--- src/common/tcb_pkg.sv ---
// bus widths and handshake timing, imported by every module facing the TCB channel

package tcb_pkg;

  ////////////////////////////////////////////////////////////
  // data path
  ////////////////////////////////////////////////////////////

  // word width of read and write data
  localparam int unsigned DAT_W = 32;

  // one enable per byte lane
  localparam int unsigned BEN_W = 4;

  // width of a single byte lane
  localparam int unsigned BYTE_W = DAT_W / BEN_W;

  ////////////////////////////////////////////////////////////
  // address and handshake
  ////////////////////////////////////////////////////////////

  // byte address, the low bits select a byte inside a word
  localparam int unsigned ADR_W = 16;

  // cycles from the transfer edge to valid read data
  // the response has no strobe, the manager counts cycles itself
  localparam int unsigned HSK_DLY = 1;

endpackage : tcb_pkg

--- src/rtl/tcb_common2independent.sv ---
// splits the common TCB request channel into read and write channels and merges the response

`timescale 1ns/1ps

module tcb_common2independent (
  input  logic                         clk,
  input  logic                         reset,
  // common channel from the manager
  input  logic                         vld,
  input  logic                         wen,
  input  logic [tcb_pkg::ADR_W-1:0]    adr,
  input  logic [tcb_pkg::BEN_W-1:0]    ben,
  input  logic [tcb_pkg::DAT_W-1:0]    wdt,
  output logic                         rdy,
  output logic [tcb_pkg::DAT_W-1:0]    rdt,
  // read channel, no write data travels here
  output logic                         rdc_vld,
  output logic [tcb_pkg::ADR_W-1:0]    rdc_adr,
  input  logic                         rdc_rdy,
  input  logic [tcb_pkg::DAT_W-1:0]    rdc_rdt,
  // write channel
  output logic                         wrc_vld,
  output logic [tcb_pkg::ADR_W-1:0]    wrc_adr,
  output logic [tcb_pkg::BEN_W-1:0]    wrc_ben,
  output logic [tcb_pkg::DAT_W-1:0]    wrc_wdt,
  input  logic                         wrc_rdy,
  input  logic [tcb_pkg::DAT_W-1:0]    wrc_rdt
);

  import tcb_pkg::*;

  // history of accepted reads, one bit per response delay cycle
  logic [HSK_DLY-1:0] ren_dly;

  ////////////////////////////////////////////////////////////
  // request path
  ////////////////////////////////////////////////////////////

  // valid goes to one channel only, picked by write enable
  assign rdc_vld = vld & ~wen;
  assign wrc_vld = vld &  wen;

  // ready comes back from the channel the request is aimed at
  assign rdy = wen ? wrc_rdy : rdc_rdy;

  // request payload
  assign rdc_adr = adr;
  assign wrc_adr = adr;
  assign wrc_ben = ben;
  assign wrc_wdt = wdt;

  ////////////////////////////////////////////////////////////
  // response path
  ////////////////////////////////////////////////////////////

  // shift in a one for every accepted read
  always_ff @(posedge clk) begin
    if (reset) begin
      ren_dly <= '0;
    end else begin
      ren_dly[0] <= vld & rdy & ~wen;
      for (int i = 1; i < HSK_DLY; i++) begin
        ren_dly[i] <= ren_dly[i-1];
      end
    end
  end

  // read data for reads, old word for writes
  assign rdt = ren_dly[HSK_DLY-1] ? rdc_rdt : wrc_rdt;

  // a merge lasts one cycle, so a stalled request is taken on the next edge
  a_stall_one_cycle: assert property (@(posedge clk) disable iff (reset)
    vld && !rdy |=> rdy);

  // a stalled request is held by the manager until accepted
  a_hold_request: assert property (@(posedge clk) disable iff (reset)
    vld && !rdy |=> vld && $stable(wen) && $stable(adr));

endmodule : tcb_common2independent

--- config.mk ---
export PLATFORM = sky130hd
export DESIGN_NAME = tcb_common2independent
export DESIGN_NICKNAME = d
export VERILOG_FILES = /design/src/common/tcb_pkg.sv /design/src/rtl/tcb_common2independent.sv
export SDC_FILE = /design/constraint.sdc
export NUM_CORES = 1
export LEC_CHECK = 0
export BUFFER_PORTS_ARGS = -buffer_cell sky130_fd_sc_hd__buf_4
export CORE_AREA = 2 2 86 88
export DETAILED_ROUTE_END_ITERATION = 8
export DIE_AREA = 0 0 88 90
export HOLD_SLACK_MARGIN = 0.05
export PLACE_DENSITY_LB_ADDON = 0.08
export SLEW_MARGIN = 5
export SYNTH_ARGS = -nofsm -noshare
export SYNTH_HDL_FRONTEND = slang
export SYNTH_SLANG_ARGS = --single-unit
--- constraint.sdc ---
create_clock -name clk -period 1.2 [get_ports clk]
set_clock_uncertainty 0.15 [all_clocks]
set_input_delay 0.24 -clock clk [delete_from_list [all_inputs] [get_ports clk]]
set_output_delay 0.24 -clock clk [all_outputs]
set_load 0.005 [all_outputs]
==> impl_metrics.py, run 1 <==
metrics = {
    "power_and_ir_drop": {
        "power_mw": 0.544,
        "pwr_density_cell_nw_per_um2": 333,
        "ir_drop_v": 0.0000841,
        "p_leak_nw": 0.817,
    },
    "hold_path": {
        "min_to": "ren_dly",
        "hold_path_depth": 2,
        "min_path_type": "primary input to flip-flop",
        "hold_start": "reset",
    },
    "yosys": {
        "ys_ff_latch": 1,
        "ys_seq_area_share_pct": 1.81,
        "postSynthAreaPerCell_um2": 10.2,
        "syn_inst": 109,
        "syn_area_um2": 1110,
        "yosysUniqueCellTypes": 9,
        "synth_nets": 231,
        "yosysWarnings": 0,
    },
    "timing": {
        "hold_viol": 0,
        "finalMaxSlewViolations": 0,
        "relSlewSlack_pct": 82.4,
        "setup_ws_ps": -172,
        "worst_pin_slew_ps": 261,
        "min_period_ps": 1370,
        "fmax_ghz": 0.729,
        "rsz0062_at_grt": "yes",
        "finalSetupViolations": 32,
        "fin_crit_sh_pct": 114,
    },
    "setup_path": {
        "cp_cell_sequence": "buf_12 > mux2_4 > buf_6",
        "startpoint": "ren_dly",
        "slowest_delay_ps": 370,
        "critPathSlowestCell": "dfxtp_4",
        "cp_max_fo": 13,
        "startpoint_type": "flip-flop",
        "crit_type": "flip-flop to output pin",
        "critPathRequiredTime_ps": 810,
        "cp.arrival_ps": 980,
        "end_kind": "output pin",
    },
    "route": {
        "dr.pass1.iters": 2,
        "ant_nets": 0,
        "routedWlPerCell_um": 14.4,
        "routed_wirelength_um": 3520,
        "vias": 848,
        "route.detailed.drc": 0,
        "drt-initial-drc-count": 17,
        "viasPerCell": 3.48,
    },
    "cells_and_area": {
        "final_area_um2": 1630,
        "syn2layout_area_growth_pct": 47.4,
        "fin_cells": 244,
        "diodes": 0,
        "final_util_pct": 23.3,
        "top_register": "ren_dly",
        "largest_reg_flops": 1,
        "nets": 269,
        "largest_registers": "ren_dly: 1 flops",
        "drive_gt1_share_pct": 97.9,
        "fillers": 751,
    },
    "status": {
        "status": "finished, violations left",
        "violations": "negative setup slack",
    },
    "grt": {
        "grt-ovfl-total": 0,
        "grt.total_usage_pct": 7.87,
        "grt_first_pass_wirelength_um": 4980,
        "grt_pass1_vias": 911,
        "grt_max_degree": 14,
        "antenna_found_initial": 0,
    },
    "place": {
        "placed_cell_area_um2": 1500,
        "placed_cells": 244,
        "dp_hpwl_um": 3160,
        "routabilityCongestion": 0.749,
        "port-buffer-count": 104,
    },
    "job": {
        "max-cap-violations": 0,
    },
    "floorplan": {
        "die_h_um": 90,
        "die_w_um": 88,
        "coreArea_um2": 7020,
        "ios": 225,
        "start_util_pct": 15.8,
        "dieArea_um2": 7920,
        "std_cell_rows": 31,
    },
    "clock_tree": {
        "clkTransAtPathRegs_ps": 0,
        "post_cts_buffers": 0,
    },
}
-- cell type report --
cell class / instances / area, µm² / area share [%]
Multi-Input combinational cell: 36 / 518 / 31.7
Sequential cell: 1 / 23.8 / 1.45
Timing Repair Buffer: 108 / 968 / 59.3
Tap cell: 99 / 124 / 7.58
-- power breakdown --
part / switching [mW] / internal, mW
clock network: 0 / 0
registers: 0.00215 / 0.0333
logic: 0.124 / 0.385
total: 0.126 / 0.418
-- worst max-delay path by stage --
stage | end | slack (ps)
finish | rdt[17] | -170
global route | rdt[22] | -200
CTS | rdt[17] | -180
detailed placement | rdt[22] | -230
global placement | rdt[17] | -210
floorplan | rdt[0] | -50
-- cell usage after synthesis --
cell type | count | share of area (%)
and2_1 | 1 | 0.56
buf_12 | 3 | 5.4
buf_4 | 68 | 46
buf_6 | 1 | 1.0
dfxtp_1 | 1 | 1.8
mux2_2 | 3 | 3.0
mux2_4 | 30 | 41
nor2b_1 | 1 | 0.56
nor4bb_1 | 1 | 0.90
-- cells by family (layout without fill, tap and decap cells) --
kind of cell / after synthesis / count (layout) / share of synthesized area [%]
simple gates: 3 / 3 / 2.03
flops: 1 / 1 / 1.81
buf+inv: 72 / 108 / 52.5
mux: 33 / 33 / 43.7
-- placed cells by master, fill, tap and decap left out, drive strengths merged --
cell	Yosys	layout
mux2	33	33
and2	1	1
nor4bb	1	1
dfxtp	1	1
nor2b	1	1
buf	72	108
-- worst max-delay path, delay by kind of cell, from the launching register on --
kind | cells | cell delay (ps)
buf+inv | 2 | 290
flops | 1 | 370
mux | 1 | 320
-- layer usage --
metal / GRT usage, % / vias up / share of wire [%]
met2: 16.1 / 87 / 59
met3: 3.49 / 23 / 14
met1: 5.73 / 376 / 23
li1: - / 362 / -
met4: 3.72 / 0 / 4.1
met5: 0 / - / 0
-- what timing repair did --
item | in CTS | in global routing
endpoints found under the hold margin | 0 | 0
hold buffers | 0 | 0
setup endpoints to repair | 32 | 33
gates resized for setup | 35 | 1
-- through the flow --
step	hold WS [ps]	setup TNS, ps	setup WS, ps
global route	273	-5560	-203
finish	257	-4740	-172
detailed placement	261	-6730	-233
CTS	259	-5050	-184
global placement	269	-6150	-211
floorplan	158	-1590	-52.9
No activity file was read; power rests on OpenSTA's default activity.
==> run 2: changes to the inputs <==
Settings changed: CELL_PAD_IN_SITES_DETAIL_PLACEMENT from default to 1, CELL_PAD_IN_SITES_GLOBAL_PLACEMENT from default to 1, CORE_AREA 2 2 86 88 to default, CORE_MARGIN from default to 2, CORE_UTILIZATION from default to 13, DIE_AREA 0 0 88 90 to default, REMOVE_ABC_BUFFERS from default to 1, SKIP_CTS_REPAIR_TIMING from default to 1.
==> run 2 against run 1 <==
  * The flow still finishes with violations (negative setup slack)
  * Global-route usage grew 6.8 points
  * Worst setup slack lost 26 ps
  * Sequential cell count is the same
  * Sequential power grew 2%
  * Sequential share of layout area is essentially flat
  * Final cell count grew 2.9%
  * Fmax shrank 1.9%
  * Critical path type unchanged
  * Via count grew 9.9%
  * First-iteration DRC count shrank 29%
  * Power grew 1.3%
==> impl_metrics.py, run 2 (synthesized netlist as in run 1, its figures left out) <==
metrics = {
    "power_and_ir_drop": {
        "pwr_density_cell_nw_per_um2": 330,
        "sequentialPowerShare_pct": 6.6,
        "p_leak_nw": 0.826,
        "ir_drop_v": 0.0000793,
        "combinationalPowerShare_pct": 93.4,
        "power_mw": 0.551,
        "switchingPower_mw": 0.131,
        "clock_power_share_pct": 0,
        "internal_power_mw": 0.421,
        "switching_share_pct": 23.7,
    },
    "setup_path": {
        "crit_family": "flip-flops",
        "cp_max_fo": 8,
        "cp.arrival_ps": 1010,
        "crit_buf_inv": 2,
        "slowest_delay_ps": 400,
        "cp_cell_sequence": "clkbuf_16 > mux2_4 > buf_6",
        "end_kind": "output pin",
        "critPathRequiredTime_ps": 810,
        "critPathSlowestCell": "dfxtp_4",
        "crit_type": "flip-flop to output pin",
        "startpoint_type": "flip-flop",
    },
    "grt": {
        "grt.total_usage_pct": 14.7,
        "antenna_found_initial": 0,
        "grt_first_pass_wirelength_um": 8790,
        "grt_pass1_vias": 966,
        "grt-ovfl-total": 0,
        "grt_max_degree": 17,
    },
    "place": {
        "port-buffer-count": 104,
        "dp_hpwl_um": 7070,
        "placed_cells": 249,
        "routabilityCongestion": 0.643,
        "dp_slack_ps": -226,
        "placed_cell_area_um2": 1490,
    },
    "clock_tree": {
        "clkTransAtPathRegs_ps": 0,
    },
    "cells_and_area": {
        "nets": 270,
        "fin_cells": 251,
        "syn2layout_area_growth_pct": 50.5,
        "largest_registers": "ren_dly: 1 flops",
        "final_area_um2": 1670,
        "largest_reg_flops": 1,
        "top_register": "ren_dly",
        "mostFrequentLayoutCell": "buf_4",
        "diodes": 0,
        "final_util_pct": 20.2,
        "drive_gt1_share_pct": 97.9,
        "final_cell_mix": "buf_4 (73), mux2_4 (32), buf_6 (32), clkbuf_16 (2), buf_12 (2)",
    },
    "floorplan": {
        "dieArea_um2": 9280,
        "std_cell_rows": 33,
        "die_w_um": 96.3,
        "ios": 225,
        "start_util_pct": 13.4,
        "coreArea_um2": 8260,
        "die_h_um": 96.3,
    },
    "timing": {
        "setup_ws_ps": -198,
        "rsz0062_at_grt": "yes",
        "fmax_ghz": 0.715,
        "relSlewSlack_pct": 83.0,
        "worst_pin_slew_ps": 251,
        "finalSetupViolations": 32,
        "finalMaxSlewViolations": 0,
        "tns_ps": -5840,
        "fin_hold_ws_ps": 254,
        "min_period_ps": 1400,
        "hold_viol": 0,
        "fin_crit_sh_pct": 117,
    },
    "route": {
        "dr.pass1.iters": 4,
        "vias": 932,
        "routed_wirelength_um": 7940,
        "ant_nets": 0,
        "route.detailed.drc": 0,
        "drt-initial-drc-count": 12,
        "viasPerCell": 3.71,
        "routedWlPerCell_um": 31.6,
    },
    "status": {
        "violations": "negative setup slack",
        "status": "finished, violations left",
    },
    "hold_path": {
        "min_path_type": "primary input to flip-flop",
    },
    "job": {
        "max-cap-violations": 0,
    },
}
## run 2: cell types whose count changed in the layout (fill, tap and decap cells not counted)
cell,previous run,this run
buf_12,3,2
mux2_4,33,32
clkbuf_16,0,2
mux2_2,0,1
## run 2: cell type report
type / instances / area (µm²)
multi-input combinational: 36 / 514
timing repair buffer: 109 / 998
fill: 951 / 6590
sequential: 1 / 23.8
tap: 105 / 131
## run 2: metal layers
layer	routed length [µm]	track usage (%)	up-vias
li1	-	-	365
met1	1810	10.2	396
met2	3640	24.3	167
met3	2360	19.4	4
met4	125	2.11	0
met5	0	1.19	-
## run 2: worst paths after layout
path,from,to,cells past startpoint
max,ren_dly,rdt[11],3
min,reset,ren_dly,2
## run 2: power by group through the flow
stage / clock network [mW] / logic [mW] / registers (mW)
floorplan: 0 / 0.135 / 0.0461
global placement: 0 / 0.448 / 0.0364
detailed placement: 0 / 0.456 / 0.0365
CTS: 0 / 0.457 / 0.0365
global route: 0 / 0.549 / 0.0368
finish: 0 / 0.515 / 0.0363
==> run 3: changes to the inputs <==
Settings changed: REMOVE_ABC_BUFFERS 1 to default.
==> run 3 against run 2 <==
  * Worst hold slack improved by 0.73 ps
  * Final cell count fell by 0.40%
  * The run still ends with negative setup slack left
  * Combinational power fell by 4.5%
  * Largest cell class unchanged
  * Critical endpoint is now rdt[1]
  * Utilization fell by 0.91 points
==> impl_metrics.py, run 3 (synthesized netlist as in run 1, its figures left out) <==
metrics = {
    "cells_and_area": {
        "final_util_pct": 19.3,
        "final_cell_mix": "buf_4 (83), mux2_4 (31), buf_6 (23), mux2_2 (2)",
        "nets": 269,
        "syn2layout_area_growth_pct": 43.7,
        "diodes": 0,
        "drive_gt1_share_pct": 97.9,
        "largest_reg_flops": 1,
        "largest_registers": "ren_dly: 1 flops",
        "mostFrequentLayoutCell": "buf_4",
        "top_register": "ren_dly",
    },
    "status": {
        "status": "finished, violations left",
        "violations": "negative setup slack",
    },
    "hold_path": {
        "min_path_type": "primary input to flip-flop",
        "hold_start": "reset",
    },
    "floorplan": {
        "die_w_um": 96.3,
        "dieArea_um2": 9280,
        "std_cell_rows": 33,
        "start_util_pct": 13.4,
        "die_h_um": 96.3,
        "coreArea_um2": 8260,
        "ios": 225,
    },
    "timing": {
        "hold_viol": 0,
        "worst_pin_slew_ps": 238,
        "min_period_ps": 1390,
        "fin_crit_sh_pct": 116,
        "finalMaxSlewViolations": 0,
        "setup_ws_ps": -194,
        "finalSetupViolations": 32,
        "tns_ps": -5480,
        "relSlewSlack_pct": 83.9,
        "rsz0062_at_grt": "yes",
        "fmax_ghz": 0.717,
    },
    "power_and_ir_drop": {
        "sequentialPowerShare_pct": 6.7,
        "ir_drop_v": 0.0000939,
        "pwr_density_cell_nw_per_um2": 331,
        "internal_power_mw": 0.401,
        "combinationalPowerShare_pct": 93.3,
        "clock_power_share_pct": 0,
        "p_leak_nw": 0.799,
        "switchingPower_mw": 0.127,
        "switching_share_pct": 24.1,
    },
    "route": {
        "drt-initial-drc-count": 5,
        "routed_wirelength_um": 3870,
        "viasPerCell": 3.37,
        "dr.pass1.iters": 2,
        "routedWlPerCell_um": 15.5,
        "vias": 842,
        "route.detailed.drc": 0,
        "ant_nets": 0,
    },
    "grt": {
        "grt.total_usage_pct": 6.66,
        "grt_pass1_vias": 883,
        "grt_max_degree": 23,
        "antenna_found_initial": 0,
        "grt-ovfl-total": 0,
        "grt_first_pass_wirelength_um": 4840,
    },
    "setup_path": {
        "cp.arrival_ps": 1000,
        "crit_type": "flip-flop to output pin",
        "startpoint_type": "flip-flop",
        "cp_max_fo": 8,
        "end_kind": "output pin",
        "critPathRequiredTime_ps": 810,
        "startpoint": "ren_dly",
    },
    "clock_tree": {
        "clkTransAtPathRegs_ps": 0,
    },
    "job": {
        "max-cap-violations": 0,
    },
    "place": {
        "dp_hpwl_um": 3450,
        "routabilityCongestion": 0.676,
        "port-buffer-count": 104,
        "dp_slack_ps": -222,
    },
}
## run 3: cell types whose count changed in the layout (fill, tap and decap cells not counted)
cell,delta
buf_12,-1
buf_4,+10
buf_6,-9
clkbuf_16,-1
mux2_2,+1
mux2_4,-1
## run 3: final timing paths
check                      to  cells past startpoint
worst max-delay path   rdt[1]                      3
worst min-delay path  ren_dly                      2
## run 3: layer usage
layer / track usage [%] / vias to the layer above / share of wire [%] / routed length (µm)
met3: 2.98 / 17 / 15 / 577
li1: - / 363 / - / -
met4: 1.29 / 0 / 1.8 / 69
met2: 12.3 / 86 / 50 / 1940
met1: 6.99 / 376 / 33 / 1280
met5: 0 / - / 0 / 0
## run 3: final cells by class
type | instances | area, µm²
fill | 965 | 6670
multi-input combinational | 36 | 510
sequential | 1 | 23.8
tap | 105 | 131
timing repair buffer | 108 | 927
## run 3: metrics by stage
| step | power (mW) | cell area [µm²] | cells | hold slack (ps) |
|---|---|---|---|---|
| 2_1_floorplan | 0.375 | 1110 | 109 | 158 |
| 3_3_place_gp | 0.495 | 1480 | 249 | 265 |
| 3_5_place_dp | 0.494 | 1480 | 249 | 260 |
| 4_1_cts | 0.495 | 1480 | 249 | 260 |
| 5_1_grt | 0.567 | 1590 | 250 | 268 |
| 6_report | 0.528 | 1590 | 250 | 255 |
## run 3: power groups by stage
stage | clock, mW | combinational, mW | sequential [mW]
2_1_floorplan | 0 | 0.339 | 0.0353
4_1_cts | 0 | 0.458 | 0.0363
3_5_place_dp | 0 | 0.457 | 0.0363
3_3_place_gp | 0 | 0.459 | 0.0361
5_1_grt | 0 | 0.531 | 0.0359
6_report | 0 | 0.492 | 0.0355
## run 3: critical path, stage by stage (launching register included)
cell and delay [ps]:
dfxtp_4 370, buf_6 170, mux2_4 310, buf_4 140
