**src/common/tcb_pkg.sv**
```systemverilog
// bus widths and handshake timing, imported by every module facing the TCB channel

package tcb_pkg;

  ////////////////////////////////////////////////////////////
  // data path
  ////////////////////////////////////////////////////////////

  // word width of read and write data
  localparam int unsigned DAT_W = 32;

  // one enable per byte lane
  localparam int unsigned BEN_W = 4;

  // width of a single byte lane
  localparam int unsigned BYTE_W = DAT_W / BEN_W;

  ////////////////////////////////////////////////////////////
  // address and handshake
  ////////////////////////////////////////////////////////////

  // byte address, the low bits select a byte inside a word
  localparam int unsigned ADR_W = 16;

  // cycles from the transfer edge to valid read data
  // the response has no strobe, the manager counts cycles itself
  localparam int unsigned HSK_DLY = 1;

endpackage : tcb_pkg

```
**src/common/mem_pkg.sv**
```systemverilog
// bank array geometry, address field positions and bank FSM states for the scratch memory

package mem_pkg;

  ////////////////////////////////////////////////////////////
  // bank geometry
  ////////////////////////////////////////////////////////////

  // number of interleaved banks
  localparam int unsigned NUM_BANKS  = 4;
  localparam int unsigned BANK_IDX_W = 2;

  // words held in one bank
  localparam int unsigned BANK_DEPTH = 256;
  localparam int unsigned WORD_IDX_W = 8;

  // address fields, bits 3:2 pick the bank and bits 11:4 the word
  // bits 1:0 and everything above bit 11 are ignored, so addresses wrap
  localparam int unsigned BANK_LSB = 2;
  localparam int unsigned WORD_LSB = 4;

  // per bank FSM
  // merge is the extra cycle spent on a partial write
  typedef enum logic [0:0] {
    BANK_IDLE,
    BANK_MERGE
  } bank_state_t;

endpackage : mem_pkg

```
**src/bank_array/tcb_bank_decoder.sv**
```systemverilog
// steers read and write channel requests to the addressed bank and returns that bank's ready

`timescale 1ns/1ps

module tcb_bank_decoder (
  // read channel
  input  logic                                   rdc_vld,
  input  logic [tcb_pkg::ADR_W-1:0]              rdc_adr,
  output logic                                   rdc_rdy,
  // write channel
  input  logic                                   wrc_vld,
  input  logic [tcb_pkg::ADR_W-1:0]              wrc_adr,
  input  logic [tcb_pkg::BEN_W-1:0]              wrc_ben,
  input  logic [tcb_pkg::DAT_W-1:0]              wrc_wdt,
  output logic                                   wrc_rdy,
  // bank side, one bit per bank
  input  logic [mem_pkg::NUM_BANKS-1:0]          bank_rdy,
  output logic [mem_pkg::NUM_BANKS-1:0]          bank_rd_vld,
  output logic [mem_pkg::NUM_BANKS-1:0]          bank_wr_vld,
  // shared by all banks
  output logic [mem_pkg::WORD_IDX_W-1:0]         bank_rd_idx,
  output logic [mem_pkg::WORD_IDX_W-1:0]         bank_wr_idx,
  output logic [tcb_pkg::BEN_W-1:0]              bank_ben,
  output logic [tcb_pkg::DAT_W-1:0]              bank_wdt,
  // accepted transfers, for the collector
  output logic [mem_pkg::NUM_BANKS-1:0]          bank_rd_acc,
  output logic [mem_pkg::NUM_BANKS-1:0]          bank_wr_acc
);

  import mem_pkg::*;

  // bank field of each channel address
  logic [BANK_IDX_W-1:0] rd_bank;
  logic [BANK_IDX_W-1:0] wr_bank;

  ////////////////////////////////////////////////////////////
  // address fields
  ////////////////////////////////////////////////////////////

  // consecutive words land in consecutive banks
  assign rd_bank = rdc_adr[BANK_LSB +: BANK_IDX_W];
  assign wr_bank = wrc_adr[BANK_LSB +: BANK_IDX_W];

  // word inside the bank, upper address bits dropped
  assign bank_rd_idx = rdc_adr[WORD_LSB +: WORD_IDX_W];
  assign bank_wr_idx = wrc_adr[WORD_LSB +: WORD_IDX_W];

  // write payload is broadcast, only the valid bank takes it
  assign bank_ben = wrc_ben;
  assign bank_wdt = wrc_wdt;

  ////////////////////////////////////////////////////////////
  // handshake steering
  ////////////////////////////////////////////////////////////

  // one-hot valid towards the addressed bank
  always_comb begin
    bank_rd_vld = '0;
    bank_wr_vld = '0;
    bank_rd_vld[rd_bank] = rdc_vld;
    bank_wr_vld[wr_bank] = wrc_vld;
  end

  // ready does not depend on valid, a stalled bank only blocks its own requests
  assign rdc_rdy = bank_rdy[rd_bank];
  assign wrc_rdy = bank_rdy[wr_bank];

  // handshake per bank
  assign bank_rd_acc = bank_rd_vld & bank_rdy;
  assign bank_wr_acc = bank_wr_vld & bank_rdy;

endmodule : tcb_bank_decoder

```
**config.mk**
```make
export PLATFORM = sky130hd
export DESIGN_NAME = tcb_bank_decoder
export DESIGN_NICKNAME = d
export VERILOG_FILES = /design/src/common/tcb_pkg.sv /design/src/common/mem_pkg.sv /design/src/bank_array/tcb_bank_decoder.sv
export SDC_FILE = /design/constraint.sdc
export NUM_CORES = 1
export LEC_CHECK = 0
export BUFFER_PORTS_ARGS = -buffer_cell sky130_fd_sc_hd__clkbuf_2
export CAP_MARGIN = 20
export CORE_AREA = 3 3 55 57
export DETAILED_ROUTE_END_ITERATION = 7
export DIE_AREA = 0 0 58 60
export PLACE_DENSITY = 0.78
export SETUP_SLACK_MARGIN = 0.2
export SLEW_MARGIN = 10
export SYNTH_ARGS = -nofsm -noshare
export SYNTH_HDL_FRONTEND = slang
export SYNTH_SLANG_ARGS = --single-unit
```
**constraint.sdc**
```tcl
create_clock -name vclk -period 1
set_input_delay 0.15 -clock vclk [all_inputs]
set_output_delay 0.15 -clock vclk [all_outputs]
set_load 0.005 [all_outputs]
```
==> metrics.md, run 1 <==
| Metric | Value |
|---|---|
| Worst VDD drop | 118.8 uV |
| Placed insts | 77 |
| Cells after synthesis | 70 |
| Die W | roughly 58 um |
| Status | finished, violations left |
| Slew Viols, Final | 0 |
| WP data arrival | 0.86 ns |
| # hold bufs at CTS | 0 |
| Crit-path max FO | 2 |
| Remaining Overflow, GRT | 0 |
| Quantity of I/O buffers inserted on ports | 28 |
| Worst path buffer plus inverter count | 2 |
| Slowest CP cell | mux4_2 |
| Routability Congestion | 0.6127 |
| Vias in the first global route | 321 |
| Routed WL | 1206 um |
| Initial DRC count | 27 |
| Largest net degree at the start of global routing | 10 |
| Syn_nets | 144 |
| Avg Synthesized Cell Area | between 8 and 9 sq um |
| Worst path cell trace | clkbuf_16 -> mux4_2 -> clkbuf_2 |
| RSZ-0062 raised after global routing | yes |
| Yosys Warn Count | 0 |
| Initial antenna violation count | 0 |
| Hold Fails Final Rpt | 0 |
| Yosys cell types | 8 |
| Max Cap Viol | 0 |
| Minimum clock period | 1.012 ns |
| # rows | 18 |
| F_max | 987.9 MHz |
| Hold Path Class | in -> out |
| TritonRoute pass-1 iters | 2 |
| DRC Markers | 0 |
| Fillers | 275 |
| Area of the multi-input gates | ~220 sq um |
| CP Class | in -> out |
| Critical Path Max Stage Delay | 0.48 ns |
| Reg area | 0 sq um |
| Vias | 366 |
| Sequential-to-total area share from yosys stat | 0 |
| CP delay by family, top | multiplexers |
| Post-DRT Antenna Nets | 0 |
| Die height | 60 um |
| Leakage | 0.0002402 uW |
| Core Area | about 2500 sq um |
| Most frequent cells in the layout | clkbuf_2 (22), and3b_2 (4), and4b_2 (4) |
| Layout cells sized above 1 | 1.000 |
| Cell Area, Synth | 595.6 sq um |
| Drt via density | 4.692 |
| Full die area | 3480 sq um |
| Power Dens Cells | 316.8 nW/um^2 |
| Total Power | 144.3 uW |
| Initial core utilization | 0.2361 |
| Post-Place Setup Slack | -0.1101 ns |
| Critical path required time | 0.85 ns |
| Setup crit end kind | output port |
| CP startpoint kind | input pin |
| Final setup vio count | 1 |
| Slew of the pin with the lowest slew margin | 0.1374 ns |
| N_diodes | 0 |
| Final #Nets | between 100 and 150 |
| Ports | roughly 140 |
| Most common cell after layout, fill and taps aside | clkbuf_2 |
| Slew Limit Headroom | 0.9084 |
| Total GRT Usage | 0.05605 |
| Clock buf count | 0 |
| Violated checks | setup timing |
| Final cycle utilization of the critical path | 1.012 |
| First-pass GRT wire length | 1621 um |
| Final WS setup | -0.01223 ns |
| Non-Filler Instances | 78 |
| Seq_cells | 0 |
| Drt wl/cell | 15.46 um |
| Area growth, synth to finish | -23.53% |
layer usage:
metal	vias up	wire length, um	track usage	part of all wire
met5	-	0	0	0
met4	0	46	0.03642	0.038
met3	16	203	0.03240	0.17
met2	41	665	0.1097	0.55
met1	164	290	0.03964	0.24
li1	145	-	-	-
synthesized netlist by cell type:
library cell	n	area [sq um]
and4b_2	4	45.04
buf_4	52	390.4
mux4_2	2	45.04
and4bb_2	2	25.02
nor3b_1	2	15.01
and3_2	2	15.01
and3b_2	4	40.04
and4_2	2	20.02
where the power goes:
part / switching (uW) / internal (uW)
registers: 0 / 0
clock network: 0 / 0
logic: 56.7 / 87.6
area by class of cell:
cell class	instances	share of cell area
Timing Repair Buffer	30	0.4341
Multi-Input combinational cell	18	0.4835
Tap cell	30	0.08242
logic make-up after synthesis:
family / Yosys count / share of synthesized area
buf+inv: 52 / 0.6555
mux: 2 / 0.07562
simple gates: 16 / 0.2689
final timing paths:
path / from / end / slack (ns) / cells after the start
worst min-delay path: wrc_ben[1] / bank_ben[1] / 0.30 / 0
worst max-delay path: rdc_adr[2] / rdc_rdy / -0.01 / 3
metrics by stage:
step / hold slack, ns / setup TNS (ns) / util / area [sq um]
floorplan: 0.3330 / 0 / - / 595.6
global route: 0.3000 / -0.03820 / 0.1806 / 455.4
global placement: 0.3000 / -0.08226 / 0.1548 / 390.4
CTS: 0.3000 / -0.02249 / 0.1771 / 446.7
detailed placement: 0.3000 / -0.1213 / 0.1548 / 390.4
finish: 0.3000 / -0.01223 / 0.1806 / 455.4
timing repair:
action / in CTS / in global routing
pin swaps: 2 / 1
gates resized for setup: 9 / 7
setup buffers: 1 / 0
setup endpoints to repair: 14 / 18
Note: power is estimated with default switching activity, not from simulation.
==> run 2: changes to the inputs <==
CELL_PAD_IN_SITES_DETAIL_PLACEMENT = 1   (was default)
CELL_PAD_IN_SITES_GLOBAL_PLACEMENT = 1   (was default)
CORE_AREA = default   (was 3 3 55 57)
CORE_MARGIN = 3   (was default)
CORE_UTILIZATION = 13   (was default)
DIE_AREA = default   (was 0 0 58 60)
PLACE_DENSITY = 0.85   (was 0.78)
clock period = 1.25 ns   (was 1 ns; I/O delays follow)
==> run 2 against run 1 <==
Effect of this change: the run now ends clean; core utilization fell by 6.9 points; sequential share of layout area unchanged; combinational power down 17%; cell count is 26% higher; setup slack better by 0.17 ns; total power shrank 18%; global-route usage shrank 1.3 points; first-iteration DRC count decreased by 93%; routed wire length rose by 9.0%; sequential cell count stayed put; non-clock buffer count unchanged; cell area is 3.3% higher; critical path type unchanged.
==> metrics.md, run 2 (synthesis gave the netlist of run 1 again) <==
| Metric | Value |
|---|---|
| Status | completed |
| Hold Fails Final Rpt | 0 |
| Non-Filler Instances | 98 |
| Ports | 144 |
| CP delay by family, top | multiplexers |
| Slowest CP cell | mux4_2 |
| Post-Place Setup Slack | 0.1332 ns |
| Die height | 73.69 um |
| Final setup vio count | 0 |
| Most common cell after layout, fill and taps aside | clkbuf_2 |
| Initial core utilization | 0.1418 |
| CP Class | in -> out |
| WP data arrival | 0.90 ns |
| Vias | 334 |
| Slew of the pin with the lowest slew margin | about 0.18 ns |
| Final #Nets | 124 |
| Final cycle utilization of the critical path | 0.8710 |
| Area growth, synth to finish | -21.01% |
| RSZ-0062 raised after global routing | yes |
| TritonRoute pass-1 iters | 2 |
| Clock buf count | 0 |
| Initial antenna violation count | 0 |
| Core Area | around 4200 sq um |
| Hold Path Origin | wrc_wdt[11] |
| Worst VDD drop | 26.94 uV |
| Routed WL | 1314 um |
| DRC Markers | 0 |
| Reg area | 0 sq um |
| Max Cap Viol | 0 |
| Remaining Overflow, GRT | 0 |
| Core Util, Final | 0.1120 |
| Setup crit end kind | output port |
| Crit-path max FO | 4 |
| Placed insts | 98 |
| Critical path origin | bank_rdy[3] |
| Layout cells sized above 1 | 0.9583 |
| Drt wl/cell | 13.41 um |
| Leakage | 0.0002352 uW |
| Minimum clock period | 1.089 ns |
| Worst path buffer plus inverter count | 2 |
| N_diodes | 0 |
| Most frequent cells in the layout | clkbuf_2 (21), buf_6 (6), and3b_2 (4), and4b_2 (4) |
| Critical path required time | ~1.1 ns |
| Full die area | 5429 sq um |
| Seq_cells | 0 |
| First-pass GRT wire length | between 1500 and 2000 um |
| Critical Path Max Stage Delay | 0.48 ns |
| Routability Congestion | 0.5771 |
| Placed Instance Area | 422.9 sq um |
| Initial DRC count | 2 |
| Post-CTS setup buffer count | 0 |
| Setup TNS Final | 0 ns |
| Final instance area | 470.5 sq um |
| F_max | 918.5 MHz |
| Slew Viols, Final | 0 |
| Quantity of I/O buffers inserted on ports | 28 |
| Fillers | ~510 |
| Final WS setup | 0.1613 ns |
| Power Dens Cells | 253.0 nW/um^2 |
| Vias in the first global route | 356 |
| Largest net degree at the start of global routing | 10 |
| Die W | 73.69 um |
| Total GRT Usage | 0.04302 |
| Hold Path Class | in -> out |
| Drt via density | 3.408 |
| # rows | 23 |
| CP startpoint kind | input pin |
| Slew Limit Headroom | 0.8792 |
| Worst path cell trace | buf_8 -> mux4_2 -> buf_6 |
| Post-DRT Antenna Nets | 0 |
| # hold bufs at CTS | 0 |
==> run 2: changes by cell type in the layout (fill, tap and decap cells not counted), sizes merged <==
cell | previous run | this run
clkbuf | 23 | 21
buf | 7 | 9
==> run 2: routing by layer <==
layer,track usage,part of all wire,vias up
met4,0.02213,0.032,0
met1,0.03719,0.27,157
met2,0.08465,0.59,24
li1,-,-,145
met5,0,0,-
met3,0.01505,0.10,8
==> run 2: stage by stage <==
step / power (uW) / hold slack [ns]
3_5_place_dp: 104.3 / 0.3750
6_report: 119.0 / 0.3750
4_1_cts: 104.4 / 0.3750
5_1_grt: 131.4 / 0.3750
2_1_floorplan: 170.7 / 0.4080
3_3_place_gp: 101.4 / 0.3750
==> run 2: power breakdown <==
group	internal [uW]	switching (uW)	total, uW
sequential	0	0	0
clock	0	0	0
combinational	72.6	46.5	119
==> run 2: layout make-up <==
| class | instances | area, sq um | share of cell area |
|---|---|---|---|
| Multi-Input combinational cell | 18 | 205.2 | 0.4362 |
| Tap cell | 50 | 62.56 | 0.1330 |
| Timing Repair Buffer | 30 | 202.7 | 0.4309 |
==> run 2: worst paths after layout <==
kind	end	slack (ns)	cells past startpoint
max	wrc_rdy	0.16	3
min	bank_wdt[11]	0.38	0
==> run 2: repair_timing <==
item	4_1_cts	5_1_grt
resized for setup	0	18
hold endpoints to repair	0	0
cloned	0	0
setup endpoints to repair	2	4
==> run 3: changes to the inputs <==
PLACE_DENSITY = 0.89   (was 0.85)
REMOVE_ABC_BUFFERS = 1   (was default)
==> run 3 against run 2 <==
Effect of this change: via count up 17%; combinational power rose by 4%; die area did not move; largest power group unchanged; critical path type unchanged; routed wire length rose to 4.0 times the previous value; cell area up 1.3%.
==> metrics.md, run 3 (synthesis gave the netlist of run 1 again) <==
| Metric | Value |
|---|---|
| Status | completed |
| DRC Markers | 0 |
| Total GRT Usage | 0.1826 |
| Leakage | 0.0002371 uW |
| Slew Viols, Final | 0 |
| WP data arrival | 0.89 ns |
| Hold Fails Final Rpt | 0 |
| Hold Path Class | in -> out |
| Most common cell after layout, fill and taps aside | clkbuf_2 |
| Setup TNS Final | 0 ns |
| Gates resized, CTS repair | 1 |
| Final setup vio count | 0 |
| Most frequent cells in the layout | clkbuf_2 (20), buf_6 (7), and3b_2 (4), and4b_2 (4) |
| Initial core utilization | 0.1418 |
| F_max | between 900 and 1000 MHz |
| Hold Path Origin | wrc_adr[11] |
| First-pass GRT wire length | 5920 um |
| CP startpoint kind | input pin |
| Post-CTS setup buffer count | 0 |
| RSZ-0062 raised after global routing | yes |
| Full die area | approximately 5400 sq um |
| Core Area | 4202 sq um |
| Clock buf count | 0 |
| Core Util, Final | 0.1135 |
| Drt via density | just under 4 |
| Seq_cells | 0 |
| Final cycle utilization of the critical path | 0.8642 |
| Reg area | 0 sq um |
| Remaining Overflow, GRT | 0 |
| Minimum clock period | 1.080 ns |
| Hold endpoint | bank_wr_idx[7] |
| Setup crit end kind | output port |
| Final #Nets | roughly 120 |
| Fillers | 499 |
| Area growth, synth to finish | -19.96% |
| Max Cap Viol | 0 |
| Critical path required time | 1.06 ns |
| # rows | 23 |
| # hold bufs at CTS | 0 |
| Ports | 144 |
| Hold Crit Depth | 0 |
| Layout cells sized above 1 | 0.9583 |
| CP Class | in -> out |
| Largest net degree at the start of global routing | 10 |
| Slew Limit Headroom | 0.8688 |
| Post-DRT Antenna Nets | 0 |
| Slew of the pin with the lowest slew margin | 0.1964 ns |
| Drt wl/cell | 53.82 um |
| Quantity of I/O buffers inserted on ports | 28 |
| Die height | around 74 um |
| Vias in the first global route | 385 |
| TritonRoute pass-1 iters | 3 |
| Power Dens Cells | 260.2 nW/um^2 |
| Die W | 73.69 um |
| Initial antenna violation count | 0 |
| Non-Filler Instances | between 90 and 100 |
| Routed WL | 5274 um |
| Vias | 390 |
| N_diodes | 0 |
| Placed insts | just under 100 |
| Worst VDD drop | 24.32 uV |
| Initial DRC count | 4 |
| Crit-path max FO | 4 |
| Routability Congestion | 0.7591 |
## run 3: changes by cell type in the layout (fill, tap and decap cells not counted)
cell / change
buf_6: +1
clkbuf_2: -1
## run 3: report_power, final
group / internal, uW / switching, uW
Sequential: 0 / 0
Clock: 0 / 0
Combinational: 76.3 / 47.8
Total: 76.3 / 47.8
## run 3: critical path: stages
cell and delay (ns):
buf_6 0.10, mux4_2 0.47, buf_6 0.13
## run 3: stage by stage
step / power, uW / instance area (sq um) / hold slack, ns / setup WS, ns
after floorplan: 35.86 / 205.2 / 0.3750 / 0.3971
after global placement: 101.3 / 422.9 / 0.3752 / 0.1375
after detailed placement: 104.4 / 422.9 / 0.3752 / 0.1335
after CTS: 107.3 / 431.7 / 0.3752 / 0.1362
after global routing: 135.8 / 476.7 / 0.3751 / 0.1571
final: 124.0 / 476.7 / 0.3751 / 0.1698
## run 3: how the worst max path moves through the flow
| stage | startpoint | endpoint | cells after the start |
|---|---|---|---|
| 6_report | bank_rdy[3] | wrc_rdy | 3 |
| 5_1_grt | wrc_adr[2] | wrc_rdy | 3 |
| 4_1_cts | wrc_adr[2] | wrc_rdy | 3 |
| 3_5_place_dp | rdc_adr[2] | rdc_rdy | 3 |
| 3_3_place_gp | rdc_adr[2] | rdc_rdy | 3 |
| 2_1_floorplan | rdc_adr[2] | rdc_rdy | 1 |
## run 3: layer usage
metal	global-route usage	share of wire	up-vias
met5	0	0	-
met4	0	0	0
met3	0.3694	0.42	0
met2	0.3268	0.50	97
met1	0.04200	0.084	148
li1	-	-	145
## run 3: area by class of cell
class | count | area, sq um | area share
Tap cell | 50 | 62.56 | 0.1312
Multi-Input combinational cell | 18 | 205.2 | 0.4304
Timing Repair Buffer | 30 | 209.0 | 0.4383
