**src/common/tcb_pkg.sv**
```systemverilog
// bus widths and handshake timing, imported by every module facing the TCB channel

package tcb_pkg;

  ////////////////////////////////////////////////////////////
  // data path
  ////////////////////////////////////////////////////////////

  // word width of read and write data
  localparam int unsigned DAT_W = 32;

  // one enable per byte lane
  localparam int unsigned BEN_W = 4;

  // width of a single byte lane
  localparam int unsigned BYTE_W = DAT_W / BEN_W;

  ////////////////////////////////////////////////////////////
  // address and handshake
  ////////////////////////////////////////////////////////////

  // byte address, the low bits select a byte inside a word
  localparam int unsigned ADR_W = 16;

  // cycles from the transfer edge to valid read data
  // the response has no strobe, the manager counts cycles itself
  localparam int unsigned HSK_DLY = 1;

endpackage : tcb_pkg

```
**src/common/mem_pkg.sv**
```systemverilog
// bank array geometry, address field positions and bank FSM states for the scratch memory

package mem_pkg;

  ////////////////////////////////////////////////////////////
  // bank geometry
  ////////////////////////////////////////////////////////////

  // number of interleaved banks
  localparam int unsigned NUM_BANKS  = 4;
  localparam int unsigned BANK_IDX_W = 2;

  // words held in one bank
  localparam int unsigned BANK_DEPTH = 256;
  localparam int unsigned WORD_IDX_W = 8;

  // address fields, bits 3:2 pick the bank and bits 11:4 the word
  // bits 1:0 and everything above bit 11 are ignored, so addresses wrap
  localparam int unsigned BANK_LSB = 2;
  localparam int unsigned WORD_LSB = 4;

  // per bank FSM
  // merge is the extra cycle spent on a partial write
  typedef enum logic [0:0] {
    BANK_IDLE,
    BANK_MERGE
  } bank_state_t;

endpackage : mem_pkg

```
**src/bank_array/tcb_bank_collector.sv**
```systemverilog
// returns the addressed bank's response to the read and write channels one cycle after transfer

`timescale 1ns/1ps

module tcb_bank_collector (
  input  logic                                           clk,
  input  logic                                           reset,
  // accepted transfers from the decoder
  input  logic [mem_pkg::NUM_BANKS-1:0]                  bank_rd_acc,
  input  logic [mem_pkg::NUM_BANKS-1:0]                  bank_wr_acc,
  // bank responses
  input  logic [mem_pkg::NUM_BANKS-1:0][tcb_pkg::DAT_W-1:0] bank_rd_rdt,
  input  logic [mem_pkg::NUM_BANKS-1:0][tcb_pkg::DAT_W-1:0] bank_wr_rdt,
  // channel responses
  output logic [tcb_pkg::DAT_W-1:0]                      rdc_rdt,
  output logic [tcb_pkg::DAT_W-1:0]                      wrc_rdt
);

  import mem_pkg::*;

  // bank that took the last transfer on each channel
  logic [BANK_IDX_W-1:0] rd_sel;
  logic [BANK_IDX_W-1:0] wr_sel;

  // one-hot to binary
  function automatic logic [BANK_IDX_W-1:0] onehot_enc(input logic [NUM_BANKS-1:0] oh);
    logic [BANK_IDX_W-1:0] idx;
    idx = '0;
    for (int i = 0; i < NUM_BANKS; i++) begin
      if (oh[i]) begin
        idx = idx | BANK_IDX_W'(i);
      end
    end
    return idx;
  endfunction

  // index only moves on a transfer, otherwise the last one is kept
  always_ff @(posedge clk) begin
    if (reset) begin
      rd_sel <= '0;
      wr_sel <= '0;
    end else begin
      if (|bank_rd_acc) rd_sel <= onehot_enc(bank_rd_acc);
      if (|bank_wr_acc) wr_sel <= onehot_enc(bank_wr_acc);
    end
  end

  // response cycle mux
  assign rdc_rdt = bank_rd_rdt[rd_sel];
  assign wrc_rdt = bank_wr_rdt[wr_sel];

  // at most one bank per channel takes a transfer
  a_onehot_acc: assert property (@(posedge clk) disable iff (reset)
    $onehot0(bank_rd_acc) && $onehot0(bank_wr_acc));

endmodule : tcb_bank_collector

```
**config.mk**
```make
export PLATFORM = sky130hd
export DESIGN_NAME = tcb_bank_collector
export DESIGN_NICKNAME = d
export VERILOG_FILES = /design/src/common/tcb_pkg.sv /design/src/common/mem_pkg.sv /design/src/bank_array/tcb_bank_collector.sv
export SDC_FILE = /design/constraint.sdc
export NUM_CORES = 1
export LEC_CHECK = 0
export BUFFER_PORTS_ARGS = -buffer_cell sky130_fd_sc_hd__buf_2
export CORE_AREA = 10 10 119 121
export DETAILED_ROUTE_END_ITERATION = 7
export DIE_AREA = 0 0 129 131
export PLACE_DENSITY = 0.54
export SYNTH_ARGS = -nofsm -noshare
export SYNTH_HDL_FRONTEND = slang
export SYNTH_SLANG_ARGS = --single-unit
```
**constraint.sdc**
```tcl
create_clock -name clk -period 2.8 [get_ports clk]
set_input_delay 0 -clock clk [delete_from_list [all_inputs] [get_ports clk]]
set_output_delay 0 -clock clk [all_outputs]
set_load 0.03 [all_outputs]
```
==> results of run 1 <==
-- sequential cells by signal (all words and copies together) (netlist names) --
name    cells
rd_sel      2
wr_sel      2
-- critical path: cells and delay by family, from the launching register on --
| kind | cells | cell delay [ns] |
|---|---|---|
| DFF | 1 | 0.71 |
| muxes | 1 | 0.54 |
| buffers and inverters | 2 | 0.53 |
-- report_power, final --
part	total [W]	leakage, nW	internal [W]	switching [W]
Clock	0.000218	0.0370	0.000182	0.0000357
Combinational	0.000798	1.73	0.000379	0.000419
Sequential	0.0000725	0.0339	0.0000619	0.0000106
-- cells by family after synthesis --
family,after synthesis
buf+inv,16
compound gates,4
flops,4
mux,64
simple gates,8
-- cells in the final DEF, fill, tap and decap left out, drive strengths merged --
master / n
a21oi: 4
mux4: 64
buf: 334
nor2: 4
or3b: 4
dfxtp: 4
diode: 2
clkbuf: 3
-- final cells by class --
class	count	area (sq um)	area share
repair buffers	334	1700	0.477
multi-input cells	76	1510	0.425
well taps	147	184	0.0517
flip-flops and latches	4	82.6	0.0232
clock buffers	3	75.1	0.0211
diodes	2	5.00	0.00141
-- metrics by stage --
stage | hold slack, ns | setup slack (ns) | std cells | util | cell area [sq um]
floorplan | 0.0691 | 1.58 | 96 | - | 1740
global placement | 0.232 | 1.00 | 561 | 0.294 | 3470
detailed placement | 0.233 | 0.981 | 561 | 0.294 | 3470
CTS | 0.00752 | 0.746 | 564 | 0.301 | 3550
global route | 0.0202 | 0.628 | 566 | 0.301 | 3550
finish | -0.00201 | 0.785 | 566 | 0.301 | 3550
-- metal layers --
| metal | track usage | wire (um) | vias to the layer above |
|---|---|---|---|
| met5 | 0 | 13 | - |
| met4 | 0.0268 | 161 | 2 |
| met3 | 0.0637 | 1570 | 10 |
| met2 | 0.227 | 6280 | 181 |
| met1 | 0.120 | 3780 | 1201 |
| li1 | - | - | 1118 |
-- worst max-delay path by stage --
stage | startpoint | endpoint | slack [ns] | cells past startpoint
6_report | wr_sel[0] | wrc_rdt[15] | 0.79 | 3
5_1_grt | wr_sel[0] | wrc_rdt[15] | 0.63 | 3
4_1_cts | wr_sel[0] | wrc_rdt[15] | 0.75 | 3
3_5_place_dp | wr_sel[0] | wrc_rdt[15] | 0.98 | 3
3_3_place_gp | wr_sel[0] | wrc_rdt[13] | 1.00 | 3
2_1_floorplan | rd_sel[0] | rdc_rdt[10] | 1.58 | 3
==> metrics.md, run 1 <==
| Metric | Value |
|---|---|
| Core Area | 11800 sq um |
| Post-cts resize count | 0 |
| R2R cell count | 3 |
| Max-capacitance violation count | 0 |
| Highest net fanout along the worst path | 20 |
| XOR/XNOR Fraction of Synth Area | 0 |
| Fraction of final layout cells sized beyond drive strength 1 | 0.969 |
| Largest incremental delay on the critical path | 0.71 ns |
| Synth Warn # | 0 |
| Final #Nets | 685 |
| Nature of the critical path startpoint | register |
| Most numerous cell types in the synthesized netlist | 64 x sky130_fd_sc_hd__mux4_2, 7 x sky130_fd_sc_hd__buf_2, 6 x sky130_fd_sc_hd__buf_6 |
| Number of slew-limit violations in the final report | 0 |
| Post-synthesis compound-gate area fraction | 0.0115 |
| Cell depth of the worst min-delay path | 2 |
| Multiplexer area fraction after synthesis | 0.829 |
| Cell taking the most area after synthesis | sky130_fd_sc_hd__mux4_2 |
| Via count of the first global-routing pass | about 3000 |
| Antenna violations before repair | 3 |
| Measured slew at the worst slew-check pin | 0.619 ns |
| Fin crit share | 0.720 |
| Max Fclk | 496 MHz |
| Vias/cell | 4.44 |
| Dominant synthesized flop cell | sky130_fd_sc_hd__dfxtp_1 |
| Number of buffers inserted to repair setup after CTS | 0 |
| Iter 0 DRT Violations | 88 |
| Worst Hold End | wr_sel[0] |
| Reported leakage power | 1.80 nW |
| Count of final hold-check violations | 1 |
| Run status | finished with violations |
| Count of different cell masters after synthesis | 10 |
| Number of optimization iterations in the first detailed-route pass | 4 |
| Clock-pin slew on the worst setup and hold paths | 0.03 ns |
| Syn nets | 362 |
| Floorplan die height | 131 um |
| HPWL after detailed placement | 11200 um |
| Total vias in the final route | 2512 |
| Post-synthesis share of cell area spent on full adders, half adders and majority gates | 0 |
| Port-buffer cells | ~330 |
| Library cell used as clock root buffer | sky130_fd_sc_hd__clkbuf_16 |
| Path class of the lowest-slack min-delay path | input port to register |
| Arrival @ worst endpoint | 2.01 ns |
| Crit Reg-Reg Endpoint | rd_sel[1] |
| Count of standard-cell rows | 40 |
| Placer's final routability congestion estimate | 0.902 |
| Overall track demand over capacity in global routing | 0.123 |
| FILL cells | roughly 1200 |
| Worst-Skew Late Latency | approximately 0.22 ns |
| Width of the die | 129 um |
| Global-route wire length before repair | 16500 um |
| Slew margin rel. | 0.587 |
| H-Tree Depth | 1 |
| Critical-path top delay cell | sky130_fd_sc_hd__dfxtp_2 |
| Hold path startpoint | reset |
| Area contributors post-synth | sky130_fd_sc_hd__mux4_2 83%, sky130_fd_sc_hd__dfxtp_1 4.6%, sky130_fd_sc_hd__buf_6 3.9%, sky130_fd_sc_hd__buf_12 2.3%, sky130_fd_sc_hd__buf_2 2.0% |
| Die area | 16900 sq um |
| Synthesized flop and latch total | 4 |
| DRC Markers | 0 |
| Post-synthesis to final-layout area growth | 105% |
| Post-synthesis instance area | between 1500 and 2000 sq um |
| Most numerous cell in the Yosys netlist | sky130_fd_sc_hd__mux4_2 |
| Critical path, cell by cell | buf_4 -> mux4_2 -> buf_2 |
| Count of final setup violators | 0 |
| Worst hold margin | -0.00201 ns |
| Overflow after GRT | 0 |
| Critical path class | register to output pin |
| Beginning of the worst register-to-register path | rd_sel[1] |
| Share of synthesized cell area in and, or, nand and nor gates | 0.0288 |
| Power per cell area | 306 nW/um^2 |
| Pin count of the biggest net entering global routing | 34 |
| Combinational family with the most area after synthesis | multiplexers |
| Number of CTS-inserted buffers | 3 |
| Total design power | 0.00109 W |
| Worst vdd ir | 0.217 mV |
| Aggregate routed wire length | 11800 um |
| I/O pin count | 330 |
| Top-area cell type share of the netlist area | 0.829 |
| Final antenna-violating net count | 0 |
| Routed wirelength normalized by instance count | 20.9 um |
| Clock tree sinks | 4 |
| Post-synthesis cell count | 96 |
| Data required, critical path | 2.80 ns |
| Unrepaired setup endpoints after global routing | no |
| Failing checks | hold timing |
| Maximum count of clock buffers along a single path | 2 |
| Seq/Total Area, Yosys | 0.0461 |
| Effective utilization at floorplan | 0.147 |
| TritonCTS clock tree | done |
| Setup TNS | 0 ns |
| Setup slack of the most critical reg-to-reg path | approximately 1.5 ns |
| EDFF count, synth | 0 |
| Capturing element type of the critical path | output pin |
| Hold-fix buffers, CTS | 0 |
| Async set-or-reset flop fraction in the synthesized netlist | 0 |
| Synthesized area per cell | 18.1 sq um |
| Min cycle time layout | 2.01 ns |
| Clk_skew | 0 ns |
Power figures use the tool's default switching activity.
==> run 2, diff against run 1 <==
- CORE_AREA: 10 10 119 121 -> 10 10 121 123
- DIE_AREA: 0 0 129 131 -> 0 0 131 133
- PLACE_DENSITY: 0.54 -> 0.53
- clock period: 2.8 -> 2.1 ns (I/O delays scaled with it)
==> metrics.md, run 2 (synthesized netlist as in run 1, its figures left out) <==
| Metric | Value |
|---|---|
| Run status | finished, final reports clean |
| TritonCTS clock tree | done |
| HPWL after detailed placement | 11500 um |
| Fin crit share | 0.827 |
| Worst slack at placement | 0.565 ns |
| Routed wirelength normalized by instance count | 20.5 um |
| Final antenna-violating net count | 0 |
| Unrepaired setup endpoints after global routing | no |
| Slew margin rel. | 0.725 |
| Highest net fanout along the worst path | 25 |
| Die area | 17400 sq um |
| Number of slew-limit violations in the final report | 0 |
| Data required, critical path | 2.10 ns |
| Share of power burned in combinational logic | 0.732 |
| Worst Hold End | wr_sel[0] |
| Beginning of the worst register-to-register path | rd_sel[0] |
| Highest-count cells in the layout ignoring fill and taps | 329 x sky130_fd_sc_hd__buf_2, 64 x sky130_fd_sc_hd__mux4_2, 4 x sky130_fd_sc_hd__nor2_1, 4 x sky130_fd_sc_hd__a21oi_1 |
| Crit Reg-Reg Endpoint | rd_sel[0] |
| I/O pin count | 330 |
| Width of the die | 131 um |
| Critical path, cell by cell | buf_12 -> mux4_2 -> buf_2 |
| Worst-Skew Late Latency | 0.22 ns |
| Setup slack of the most critical reg-to-reg path | 0.75 ns |
| Overflow after GRT | 0 |
| Clock-pin slew on the worst setup and hold paths | 0.03 ns |
| Count of standard-cell rows | 41 |
| Power Internal | 0.000837 W |
| Top flop regs | rd_sel x2, wr_sel x2 |
| Measured slew at the worst slew-check pin | 0.412 ns |
| Post-cts resize count | 0 |
| Vias/cell | 4.30 |
| Cell depth of the worst min-delay path | 2 |
| H-Tree Depth | 1 |
| R2R cell count | 3 |
| Leading cell type in the layout, fill and taps excluded | sky130_fd_sc_hd__buf_2 |
| Number of CTS-inserted buffers | 3 |
| Post-synthesis to final-layout area growth | 107% |
| Max Fclk | around 580 MHz |
| Global-route wire length before repair | 17200 um |
| DRC Markers | 0 |
| Port-buffer cells | 329 |
| Setup TNS | 0 ns |
| Capturing element type of the critical path | output pin |
| Total vias in the final route | 2535 |
| Maximum count of clock buffers along a single path | 2 |
| Floorplan die height | 133 um |
| Path class of the lowest-slack min-delay path | input port to register |
| Nature of the critical path startpoint | register |
| Share of total power in the clock network | 0.200 |
| Via count of the first global-routing pass | 3063 |
| Final #Nets | slightly below 700 |
| Diodes inserted | 0 |
| Reported leakage power | 1.81 nW |
| Critical-path top delay cell | sky130_fd_sc_hd__mux4_2 |
| Library cell used as clock root buffer | sky130_fd_sc_hd__clkbuf_16 |
| Placer's final routability congestion estimate | slightly above 0.8 |
| Antenna violations before repair | 5 |
| Arrival @ worst endpoint | 1.74 ns |
| Util after Layout | 0.292 |
| Overall track demand over capacity in global routing | 0.124 |
| Hold path startpoint | reset |
| Number of buffers inserted to repair setup after CTS | 0 |
| Sequential fraction of design power | 0.068 |
| Effective utilization at floorplan | 0.141 |
| Max-capacitance violation count | 0 |
| Fraction of final layout cells sized beyond drive strength 1 | 0.969 |
| Final worst setup slack | 0.362 ns |
| Core Area | roughly 12000 sq um |
| Min cycle time layout | 1.74 ns |
| Switching portion of total power | 0.427 |
| Count of final hold-check violations | 0 |
| Clock tree sinks | 4 |
| Hold-fix buffers, CTS | 0 |
| Aggregate routed wire length | 12100 um |
| Iter 0 DRT Violations | 82 |
| Largest incremental delay on the critical path | 0.54 ns |
| Power per cell area | around 400 nW/um^2 |
| Clk_skew | 0 ns |
| Count of final setup violators | 0 |
| Net switching power of the design | between 0.0006 and 0.0007 W |
| Pin count of the biggest net entering global routing | 33 |
| Critical path class | register to output pin |
| Number of optimization iterations in the first detailed-route pass | 4 |
| Worst vdd ir | approximately 0.27 mV |
run 2: metrics by stage:
stage	area [sq um]	hold WS, ns	power, W	cells
after floorplan	1740	0.0691	0.000764	96
after global placement	3530	0.231	0.00117	586
after detailed placement	3530	0.242	0.00119	586
after CTS	3610	0.0108	0.00149	589
after global routing	3610	0.0231	0.00154	589
final	3610	0.00520	0.00146	589
run 2: power by group through the flow:
| stage | clock (W) | combinational, W | sequential (W) |
|---|---|---|---|
| floorplan | 0 | 0.000680 | 0.0000843 |
| global placement | 0 | 0.00107 | 0.000100 |
| detailed placement | 0 | 0.00108 | 0.000101 |
| CTS | 0.000300 | 0.00109 | 0.000100 |
| global route | 0.000307 | 0.00113 | 0.000103 |
| finish | 0.000292 | 0.00107 | 0.0000995 |
run 2: cell type report:
type	instances	area, sq um
Sequential cell	4	82.6
Fill cell	1325	8760
Multi-Input combinational cell	76	1510
Tap cell	172	215
Timing Repair Buffer	334	1720
Clock buffer	3	75.1
run 2: worst max-delay path by stage:
stage / endpoint / slack [ns] / start / cells past startpoint
after floorplan: rdc_rdt[10] / 0.88 / rd_sel[0] / 3
after global placement: rdc_rdt[5] / 0.61 / rd_sel[0] / 3
after detailed placement: rdc_rdt[7] / 0.56 / rd_sel[0] / 3
after CTS: rdc_rdt[7] / 0.33 / rd_sel[0] / 3
after global routing: rdc_rdt[10] / 0.24 / rd_sel[0] / 3
final: rdc_rdt[7] / 0.36 / rd_sel[0] / 3
run 2: routing by layer:
metal / routed length (um) / up-vias / GRT usage
met5: 41 / - / 0
met4: 92 / 6 / 0.0136
met3: 1820 / 12 / 0.0619
met2: 6220 / 201 / 0.235
met1: 3880 / 1199 / 0.120
li1: - / 1117 / -
run 2: critical path: cells and delay by family, from the launching register on:
| family | cells | cell delay [ns] |
|---|---|---|
| buffers and inverters | 2 | 0.46 |
| flip-flops | 1 | 0.51 |
| multiplexers | 1 | 0.54 |
==> run 3, diff against run 2 <==
- clock period: 2.1 -> 1.8 ns (I/O delays scaled with it)
==> metrics.md, run 3 (synthesized netlist as in run 1, its figures left out) <==
| Metric | Value |
|---|---|
| Pin count of the biggest net entering global routing | 34 |
| Nature of the critical path startpoint | register |
| Total vias in the final route | 2516 |
| Max-capacitance violation count | 0 |
| Effective utilization at floorplan | 0.141 |
| Power per cell area | 472 nW/um^2 |
| Final antenna-violating net count | 0 |
| Highest net fanout along the worst path | 17 |
| Count of standard-cell rows | between 40 and 50 |
| Slew margin rel. | 0.773 |
| Width of the die | 131 um |
| Leading cell type in the layout, fill and taps excluded | sky130_fd_sc_hd__buf_2 |
| Post-route cell area | 3620 sq um |
| Total cell area at the placement stage | ~3500 sq um |
| Antenna violations before repair | 2 |
| Maximum count of clock buffers along a single path | 2 |
| Count of final setup violators | 0 |
| Clock-pin slew on the worst setup and hold paths | 0.03 ns |
| Area occupied by multi-input gates | 1510 sq um |
| Max Fclk | 603 MHz |
| Aggregate routed wire length | 12000 um |
| Number of slew-limit violations in the final report | 0 |
| Hold-fix buffers, CTS | 0 |
| Arrival @ worst endpoint | 1.66 ns |
| Crit Reg-Reg Endpoint | rd_sel[0] |
| Worst Hold End | wr_sel[0] |
| Worst-Skew Late Latency | 0.22 ns |
| Library cell used as clock root buffer | sky130_fd_sc_hd__clkbuf_16 |
| Global-route wire length before repair | 17500 um |
| Failing checks | hold timing |
| Flip-flop and latch area | 82.6 sq um |
| Critical-path top delay cell | sky130_fd_sc_hd__mux4_2 |
| Unrepaired setup endpoints after global routing | no |
| Worst vdd ir | 0.306 mV |
| Cell depth of the worst min-delay path | 2 |
| Data required, critical path | 1.80 ns |
| Fin crit share | 0.921 |
| Setup TNS | 0 ns |
| TritonCTS clock tree | done |
| Critical path, cell by cell | buf_12 -> mux4_2 -> buf_2 |
| Port-buffer cells | 329 |
| Post-synthesis to final-layout area growth | 108% |
| Clk_skew | 0 ns |
| Via count of the first global-routing pass | between 3000 and 4000 |
| Number of buffers inserted to repair setup after CTS | 0 |
| FILL cells | 1283 |
| Count of final hold-check violations | 1 |
| Core Area | between 10000 and 15000 sq um |
| Routed wirelength normalized by instance count | 20.3 um |
| Worst hold margin | -0.00338 ns |
| Min cycle time layout | 1.66 ns |
| Post-cts resize count | 0 |
| Placer's final routability congestion estimate | 0.826 |
| Beginning of the worst register-to-register path | rd_sel[0] |
| Number of CTS-inserted buffers | 3 |
| Final #Nets | 687 |
| I/O pin count | 330 |
| Reported leakage power | 1.82 nW |
| Path class of the lowest-slack min-delay path | input port to register |
| Floorplan die height | 133 um |
| Vias/cell | roughly 4.3 |
| Die area | 17400 sq um |
| Largest incremental delay on the critical path | between 0.5 and 0.6 ns |
| DRC Markers | 0 |
| HPWL after detailed placement | 11500 um |
| R2R cell count | 3 |
| Top flop regs | rd_sel x2, wr_sel x2 |
| Worst setup path startpoint | rd_sel[0] |
| Hold path startpoint | reset |
| Overflow after GRT | 0 |
| Run status | finished with violations |
| Number of optimization iterations in the first detailed-route pass | 4 |
| Measured slew at the worst slew-check pin | 0.340 ns |
| Iter 0 DRT Violations | 48 |
| Highest-count cells in the layout ignoring fill and taps | 329 x sky130_fd_sc_hd__buf_2, 64 x sky130_fd_sc_hd__mux4_2, 4 x sky130_fd_sc_hd__nor2_1, 4 x sky130_fd_sc_hd__a21oi_1, 4 x sky130_fd_sc_hd__buf_4 |
| Capturing element type of the critical path | output pin |
| H-Tree Depth | 1 |
| Overall track demand over capacity in global routing | 0.126 |
| Clock tree sinks | 4 |
| Fraction of final layout cells sized beyond drive strength 1 | 0.969 |
| Diodes inserted | 0 |
| Setup slack of the most critical reg-to-reg path | ~0.48 ns |
| Critical path class | register to output pin |
-- run 3: cell count changes in the layout (fill, tap and decap cells not counted) --
cell / delta
sky130_fd_sc_hd__buf_4: +2
-- run 3: worst max-delay path by stage --
| stage | endpoint | slack, ns |
|---|---|---|
| after floorplan | rdc_rdt[10] | 0.58 |
| after global placement | rdc_rdt[23] | 0.36 |
| after detailed placement | rdc_rdt[7] | 0.33 |
| after CTS | rdc_rdt[7] | 0.09 |
| after global routing | rdc_rdt[7] | 0.03 |
| final | rdc_rdt[7] | 0.14 |
-- run 3: metrics by stage --
stage	cells	total power, W	worst slack [ns]	hold slack [ns]	utilization
final	591	0.00171	0.143	-0.00338	0.293
after global routing	591	0.00181	0.0267	0.0193	0.293
after CTS	591	0.00174	0.0905	0.00963	0.293
after detailed placement	588	0.00140	0.327	0.239	0.287
after global placement	588	0.00138	0.360	0.235	0.287
after floorplan	96	0.000891	0.577	0.0691	-
-- run 3: routing by layer --
layer  GRT usage  vias up  share of wire
met5           0        -              0
met4      0.0105        0         0.0048
met3      0.0543        4           0.15
met2       0.242      201           0.52
met1       0.124     1192           0.32
li1            -     1119              -
-- run 3: power breakdown --
part           internal (W)  total (W)  switching (W)
clock network      0.000283   0.000338      0.0000552
logic              0.000600    0.00126       0.000662
registers         0.0000964   0.000109      0.0000129
-- run 3: final cells by class --
class	count	share of cell area
multi-input cells	76	0.417
clock buffers	3	0.0207
repair buffers	336	0.480
well taps	172	0.0594
flip-flops and latches	4	0.0228
-- run 3: worst max-delay path, delay by kind of cell (launching register included) --
family	cells	cell delay, ns
mux	1	0.52
flops	1	0.49
buf+inv	2	0.42
